### config.mk
export PLATFORM = sky130hd
export DESIGN_NAME = grayFifo
export DESIGN_NICKNAME = d
export VERILOG_FILES = /design/src/logic/grayFifoPkg.sv /design/src/logic/incGray.sv /design/src/logic/grayPointer.sv /design/src/logic/fifoStatus.sv /design/src/logic/fifoStorage.sv /design/src/logic/grayFifo.sv
export SDC_FILE = /design/constraint.sdc
export NUM_CORES = 1
export LEC_CHECK = 0
export ABC_AREA = 0
export BUFFER_PORTS_ARGS = -buffer_cell sky130_fd_sc_hd__buf_2
export CAP_MARGIN = 20
export CORE_MARGIN = 4
export CORE_UTILIZATION = 40
export DETAILED_ROUTE_END_ITERATION = 7
export HOLD_SLACK_MARGIN = 0.02
export PLACE_DENSITY = 0.69
export SYNTH_ARGS = -nofsm -noshare
export SYNTH_HDL_FRONTEND = slang
export SYNTH_SLANG_ARGS = --single-unit
### constraint.sdc
create_clock -name clk -period 3.4 [get_ports clk]
set_input_delay 0.85 -clock clk [delete_from_list [all_inputs] [get_ports clk]]
set_output_delay 0.85 -clock clk [all_outputs]
set_load 0.02 [all_outputs]
### src/logic/grayFifoPkg.sv
package grayFifoPkg;

	// prefix-AND structure inside the Gray incrementer
	// serial is the smallest and slowest
	// Brent-Kung sits in the middle
	// Sklansky is the shallowest tree, with the highest fan-out
	typedef enum logic [1:0] {
		serialPrefix,
		brentKungPrefix,
		sklanskyPrefix
	} prefixArch_e;

	// FIFO occupancy flags, decided on the Gray pointers
	typedef struct packed {
		// pointers equal
		logic empty;
		// top two bits inverted, rest equal
		logic full;
	} fifoFlags_t;

endpackage

### src/logic/incGray.sv
`timescale 1ns/1ps

module incGray #(
	parameter int width = 8,
	parameter grayFifoPkg::prefixArch_e arch = grayFifoPkg::brentKungPrefix
) (
	input  logic [width-1:0] a,
	output logic [width-1:0] z
);
	import grayFifoPkg::*;

	// prefix inputs for every bit below the top
	logic [width-2:0] pi;
	// prefix outputs set when all lower bits are clear
	logic [width-2:0] po;
	// parity of the current code
	logic parity;
	// flip candidates before parity gating
	logic [width-1:1] run;
	// final flip mask
	logic [width-1:0] flip;

	redXor #(.width(width)) parityXor (
		.a(a),
		.z(parity)
	);

	// propagate while lower bits are zero
	assign pi[width-2:1] = ~a[width-3:0];

	// serial chain takes the late parity at its head
	if (arch == serialPrefix) begin : gParityIn
		assign pi[0] = parity;
	end else begin : gParityOut
		assign pi[0] = 1'b1;
	end

	prefixAnd #(
		.width(width - 1),
		.arch (arch)
	) prefixNet (
		.pi(pi),
		.po(po)
	);

	for (genvar i = 1; i < width; i++) begin : gFlip
		if (i == width - 1) begin : gTop
			// wrap when the lowest set bit is one of the top two
			assign run[i] = po[width-2];
		end else begin : gMid
			// bit just below is the lowest set bit
			assign run[i] = a[i-1] & po[i-1];
		end
		if (arch == serialPrefix) begin : gNoGate
			// parity already folded into the chain
			assign flip[i] = run[i];
		end else begin : gGate
			assign flip[i] = run[i] & parity;
		end
	end

	// even parity flips the lowest bit
	assign flip[0] = ~parity;

	assign z = a ^ flip;

endmodule

module prefixAnd #(
	parameter int width = 8,
	parameter grayFifoPkg::prefixArch_e arch = grayFifoPkg::brentKungPrefix
) (
	input  logic [width-1:0] pi,
	output logic [width-1:0] po
);
	import grayFifoPkg::*;

	// levels of a binary tree over the word
	localparam int depth = $clog2(width);

	if (arch == sklanskyPrefix) begin : gSklansky
		logic [depth:0][width-1:0] pt;

		assign pt[0] = pi;
		for (genvar l = 1; l <= depth; l++) begin : gLevel
			for (genvar i = 0; i < width; i++) begin : gBit
				// last bit of the lower half of this block
				localparam int src = ((i >> l) << l) + 2**(l-1) - 1;
				if (((i >> (l - 1)) & 1) == 1) begin : gNode
					assign pt[l][i] = pt[l-1][i] & pt[l-1][src];
				end else begin : gPass
					assign pt[l][i] = pt[l-1][i];
				end
			end
		end
		assign po = pt[depth];
	end else if (arch == brentKungPrefix) begin : gBrentKung
		// up-sweep takes depth levels and down-sweep one less
		localparam int stages = 2 * depth - 1;
		logic [stages:0][width-1:0] pt;

		assign pt[0] = pi;
		// up-sweep builds block totals at the end of each aligned block
		for (genvar l = 1; l <= depth; l++) begin : gUp
			for (genvar i = 0; i < width; i++) begin : gBit
				if (((i + 1) % (2**l)) == 0) begin : gNode
					assign pt[l][i] = pt[l-1][i] & pt[l-1][i - 2**(l-1)];
				end else begin : gPass
					assign pt[l][i] = pt[l-1][i];
				end
			end
		end
		// down-sweep fills in the middle positions
		for (genvar d = depth + 1; d <= stages; d++) begin : gDown
			localparam int span = 2**(stages - d);
			for (genvar i = 0; i < width; i++) begin : gBit
				if (((i + 1) % (2 * span)) == span && i >= 2 * span) begin : gNode
					assign pt[d][i] = pt[d-1][i] & pt[d-1][i - span];
				end else begin : gPass
					assign pt[d][i] = pt[d-1][i];
				end
			end
		end
		assign po = pt[stages];
	end else begin : gSerial
		// ripple chain of width-1 gates
		logic [width-1:0] pt;

		assign pt[0] = pi[0];
		for (genvar i = 1; i < width; i++) begin : gBit
			assign pt[i] = pi[i] & pt[i-1];
		end
		assign po = pt;
	end

endmodule

module redXor #(
	parameter int width = 8
) (
	input  logic [width-1:0] a,
	output logic             z
);

	logic acc;

	// XOR fold over all bits
	always_comb begin
		acc = a[0];
		for (int i = 1; i < width; i++) begin
			acc ^= a[i];
		end
		z = acc;
	end

endmodule

### src/logic/grayPointer.sv
`timescale 1ns/1ps

module grayPointer #(
	parameter int width = 4,
	parameter grayFifoPkg::prefixArch_e arch = grayFifoPkg::brentKungPrefix
) (
	input  logic             clk,
	input  logic             reset,
	input  logic             advance,
	output logic [width-1:0] ptr
);

	// successor code, one bit away from ptr
	logic [width-1:0] nextPtr;

	incGray #(
		.width(width),
		.arch (arch)
	) increment (
		.a(ptr),
		.z(nextPtr)
	);

	// pointer register
	always_ff @(posedge clk) begin
		if (reset) begin
			ptr <= '0;
		end else if (advance) begin
			ptr <= nextPtr;
		end
	end

endmodule

### src/logic/fifoStatus.sv
`timescale 1ns/1ps

module fifoStatus #(
	parameter int addrWidth = 3
) (
	input  logic [addrWidth:0]      writePtr,
	input  logic [addrWidth:0]      readPtr,
	output grayFifoPkg::fifoFlags_t flags,
	output logic [addrWidth:0]      level,
	output logic [addrWidth-1:0]    writeAddr,
	output logic [addrWidth-1:0]    readAddr
);

	// binary forms of both pointers
	logic [addrWidth:0] writeBin;
	logic [addrWidth:0] readBin;

	// prefix XOR from the top bit down
	function automatic logic [addrWidth:0] grayToBin(input logic [addrWidth:0] gray);
		logic [addrWidth:0] bin;
		bin[addrWidth] = gray[addrWidth];
		for (int i = addrWidth - 1; i >= 0; i--) begin
			bin[i] = bin[i+1] ^ gray[i];
		end
		return bin;
	endfunction

	assign writeBin = grayToBin(writePtr);
	assign readBin = grayToBin(readPtr);

	// low bits index the storage
	// the extra top bit only tells laps apart
	assign writeAddr = writeBin[addrWidth-1:0];
	assign readAddr = readBin[addrWidth-1:0];

	// wraps naturally at addrWidth+1 bits
	assign level = writeBin - readBin;

	// same lap, same slot
	assign flags.empty = (writePtr == readPtr);

	// one lap ahead, same slot
	// in Gray code that inverts the top two bits only
	assign flags.full = (writePtr[addrWidth -: 2] == ~readPtr[addrWidth -: 2]) &&
		(writePtr[addrWidth-2:0] == readPtr[addrWidth-2:0]);

endmodule

### src/logic/fifoStorage.sv
`timescale 1ns/1ps

module fifoStorage #(
	parameter int addrWidth = 3,
	parameter int dataWidth = 8
) (
	input  logic                 clk,
	input  logic                 write,
	input  logic [addrWidth-1:0] writeAddr,
	input  logic [dataWidth-1:0] writeData,
	input  logic [addrWidth-1:0] readAddr,
	output logic [dataWidth-1:0] readData
);

	// one entry per slot
	logic [dataWidth-1:0] mem [2**addrWidth];

	// write port, registered
	always_ff @(posedge clk) begin
		if (write) begin
			mem[writeAddr] <= writeData;
		end
	end

	// show-ahead read, straight from the array
	assign readData = mem[readAddr];

endmodule

### src/logic/grayFifo.sv
`timescale 1ns/1ps

module grayFifo #(
	parameter int addrWidth = 3,
	parameter int dataWidth = 8,
	parameter grayFifoPkg::prefixArch_e prefixArch = grayFifoPkg::brentKungPrefix
) (
	input  logic                    clk,
	input  logic                    reset,
	input  logic                    push,
	input  logic [dataWidth-1:0]    writeData,
	input  logic                    pop,
	output logic [dataWidth-1:0]    readData,
	output grayFifoPkg::fifoFlags_t flags,
	output logic [addrWidth:0]      level
);

	// Gray pointers, one extra bit for the lap
	logic [addrWidth:0] writePtr;
	logic [addrWidth:0] readPtr;
	// binary slot addresses
	logic [addrWidth-1:0] writeAddr;
	logic [addrWidth-1:0] readAddr;
	// strobes that actually take effect
	logic doPush;
	logic doPop;

	// drop push when full, ignore pop when empty
	assign doPush = push & ~flags.full;
	assign doPop = pop & ~flags.empty;

	grayPointer #(
		.width(addrWidth + 1),
		.arch (prefixArch)
	) writePointer (
		.clk    (clk),
		.reset  (reset),
		.advance(doPush),
		.ptr    (writePtr)
	);

	grayPointer #(
		.width(addrWidth + 1),
		.arch (prefixArch)
	) readPointer (
		.clk    (clk),
		.reset  (reset),
		.advance(doPop),
		.ptr    (readPtr)
	);

	// flags and level from registered pointers
	fifoStatus #(
		.addrWidth(addrWidth)
	) status (
		.writePtr (writePtr),
		.readPtr  (readPtr),
		.flags    (flags),
		.level    (level),
		.writeAddr(writeAddr),
		.readAddr (readAddr)
	);

	fifoStorage #(
		.addrWidth(addrWidth),
		.dataWidth(dataWidth)
	) storage (
		.clk      (clk),
		.write    (doPush),
		.writeAddr(writeAddr),
		.writeData(writeData),
		.readAddr (readAddr),
		.readData (readData)
	);

endmodule

==> flow_metrics.tcl <==
set metrics [dict create \
    status "finished clean" \
    final_core_util 0.4879 \
    gr-total-overflow 0 \
    setup_tns_ps 0 \
    worstReg2RegStart "readPointer.ptr[1]" \
    cts_inserted_buffers 9 \
    drive_gt1_frac 0.4017 \
    skew_ps 6.776 \
    slew_headroom 0.5936 \
    path_clk_slew_ps 80 \
    synthXorXnorAreaFrac 0.05771 \
    cts_buffer_depth 2 \
    critPathMaxStageDelay_ps 380 \
    wire_per_inst_um 17.79 \
    grt_max_degree 23 \
    yosys_warnings 0 \
    drc_errors 0 \
    avgSynthCellArea_um2 16.73 \
    path_depth 9 \
    drv_cap 0 \
    ir_drop_uv 374.9 \
    antenna_found_initial 0 \
    fin_crit_sh 0.9590 \
    postRouteAntennaNets 0 \
    core_mm2 0.007888 \
    grt_pass1_vias 1814 \
    dpl.hpwl_mm 3.838 \
    hp-class "reg2reg" \
    worst_ep_arrival_time_ps 2410 \
    netlist_instances 197 \
    path_buf_inv 1 \
    cts_tree "yes" \
    setup_violations 0 \
    synth_top_family_by_area "multiplexers" \
    endpoint_kind "output port" \
    wl_mm 6.067 \
    slowest_stage "dfxtp_2" \
    fp.dieH_um 98.77 \
    dr.pass1.iters 4 \
    crit_required_ps 2550 \
    rows 32 \
    area_growth_pct 16.78 \
    ys_types 35 \
    ys_ff_latch 72 \
    dieArea_mm2 0.009756 \
    post-place-ws_ps 320.4 \
    powerDensity_mw_per_mm2 815.2 \
    root_buffer "clkbuf_8" \
    die_w_um 98.77 \
    cp-endpoint "level[3]" \
    yosys.area_share.adder 0.04176 \
    num_vias 1762 \
    critPathLaunchType "register" \
    synth_compound_area_frac 0.05087 \
    cts.sinks 72 \
    start_util 0.4178 \
    gp_congestion 0.7758 \
    synth.net_count 220 \
    crit_fanout 6 \
    slew_viol_final 0 \
    r2r-end "storage.mem[5][4]" \
    drt_iter0_drc 79 \
    path_delay_family "simple AND/OR/NAND/NOR gates" \
    antenna_cells 0 \
    vias_per_cell 5.167 \
    grt_setup_unrepaired "false" \
    seq_area_frac_synth 0.6317 \
    grt_pass1_wl_mm 9.556 \
    io_pins 26 \
    reg2reg_depth 5 \
    crit_type "reg2out" \
    cellLeakagePower_nw 1.354 \
    crit_chain "xor2_4 -> ha_4 -> xor2_2 -> ha_2 -> and4b_1 -> nor4_2 -> nand3_1 -> xnor2_1 -> buf_4" \
    layout.nets 257 \
    io_buffers 25 \
    setup_slack_ps 139.5 \
    fill_cells 659 \
    grt_usage 0.1309 \
    synth_area_mm2 0.003296 \
    h-tree-depth 3 \
    period_needed_ps 3260 \
    rrSetupSlack_ps 900 \
    hold_viol 0 \
    synthMuxAreaShare 0.1367 \
    fmax_ghz 0.3067 \
    hold_path.startpoint "writePointer.ptr[0]" \
    clk_latency_ps 330 \
    synth_simple_gate_area_frac 0.04252 \
    tightest_slew_ps 609.6 \
]
per-layer routing:
layer	track usage	vias to the layer above	wire, um
met3	0.04034	7	241
met4	0.04097	0	51
met1	0.1666	891	2656
met5	0	-	0
li1	-	830	-
met2	0.2149	34	3118
logic make-up (layout without fill, tap and decap cells):
group / count (synthesis) / after routing
simple gates: 26 / 26
compound gates: 19 / 19
mux: 24 / 24
flops: 72 / 72
xor+xnor: 20 / 20
buf+inv: 25 / 67
fa+ha+maj: 11 / 11
worst register-to-register path, stage by stage, from the launching register on:
cell	delay [ps]
dfxtp_1	380
buf_4	370
xnor2_1	160
a41oi_2	450
nor2b_1	240
and2_1	540
through the flow:
step / hold WS [ps] / power [mW] / std cells / cell area, um2
after floorplan: 529.9 / 2.066 / 197 / 3296
after global placement: 603.3 / 2.389 / 324 / 3567
after detailed placement: 608.6 / 2.416 / 324 / 3567
after CTS: 618.5 / 3.157 / 340 / 3804
after global routing: 697.3 / 3.330 / 341 / 3849
final: 635.5 / 3.137 / 341 / 3849
flip-flops by register name (all words and copies together), names as in the netlist, named ones only:
name	flops
readPointer.ptr	2
storage.mem	64
writePointer.ptr	2
power breakdown:
group / switching (mW) / leakage (nW) / internal, mW / total (mW)
Sequential: 0.0312 / 0.648 / 1.05 / 1.08
Clock: 0.299 / 0.104 / 0.414 / 0.713
Combinational: 0.749 / 0.602 / 0.594 / 1.34
synthesized netlist by cell type:
| cell type | number | area [um2] |
|---|---|---|
| a311oi_1 | 4 | 35.03 |
| nand2b_1 | 1 | 6.260 |
| xnor2_1 | 10 | 87.58 |
| mux4_2 | 16 | 360.4 |
| a21oi_1 | 5 | 25.02 |
| buf_4 | 2 | 15.01 |
| nand3_1 | 1 | 5.000 |
| a211oi_1 | 3 | 22.52 |
| nor4_1 | 1 | 6.260 |
| xor2_2 | 2 | 32.53 |
| buf_2 | 9 | 45.04 |
| o41a_4 | 1 | 21.27 |
| a41oi_2 | 1 | 16.27 |
| dfxtp_1 | 8 | 160.2 |
| a211oi_2 | 1 | 12.51 |
| ha_1 | 11 | 137.6 |
| inv_2 | 4 | 15.01 |
| o2111ai_1 | 2 | 17.52 |
| buf_6 | 2 | 22.52 |
| mux2_2 | 8 | 90.09 |
| and4b_1 | 1 | 10.01 |
| a31o_1 | 2 | 17.52 |
| nor2b_1 | 2 | 12.51 |
| nor2_1 | 7 | 26.28 |
| nor3b_1 | 1 | 7.510 |
| nor3_1 | 3 | 15.01 |
| edfxtp_1 | 64 | 1922 |
| or2_2 | 1 | 6.260 |
| nand2_1 | 3 | 11.26 |
| and3_1 | 2 | 12.51 |
| inv_1 | 7 | 26.28 |
| nor4b_1 | 1 | 8.760 |
| and2_1 | 2 | 12.51 |
| buf_1 | 1 | 3.750 |
| xor2_1 | 8 | 70.07 |
area by class of cell:
type,instances,area [um2],area share
inverter,11,41.29,0.01073
clock inverter,5,81.33,0.02113
tap,102,127.6,0.03316
clock buffer,11,131.4,0.03414
timing repair buffer,40,240.2,0.06242
sequential,72,2087,0.5423
multi-input combinational,100,1140,0.2962
cells in the final DEF (no fill, tap or decap), types with 2 or more instances in the layout:
cell       netlist  final
xor2_1           8      6
clkbuf_1         0      2
and2_1           2      2
ha_1            11      9
a311oi_1         4      4
nand2_1          3      3
buf_2            9     24
nor3_1           3      3
a211oi_1         3      3
xnor2_1         10     10
o2111ai_1        2      2
a31o_1           2      2
clkbuf_8         0      9
and3_1           2      2
mux4_2          16     16
dfxtp_1          8      6
buf_4            2     16
mux2_2           8      8
edfxtp_1        64     64
nor2b_1          2      2
a21oi_1          5      5
xor2_2           2      3
nor2_1           7      7
inv_2            4      4
bufinv_16        0      2
inv_1            7      7
how the worst min path moves through the flow:
| stage | endpoint | depth (start not counted) |
|---|---|---|
| after floorplan | writePointer.ptr[0] | 2 |
| after global placement | writePointer.ptr[0] | 2 |
| after detailed placement | writePointer.ptr[0] | 2 |
| after CTS | writePointer.ptr[0] | 2 |
| after global routing | register | 2 |
| final | writePointer.ptr[0] | 2 |
what timing repair did:
item,in CTS,in global routing
hold buffers,0,0
pin swaps,0,1
resized for setup,5,7
cloned,0,0
setup buffers,0,1
endpoints found under the hold margin,0,0
endpoints found under the setup margin,1,2
No activity file was read; power rests on OpenSTA's default activity.
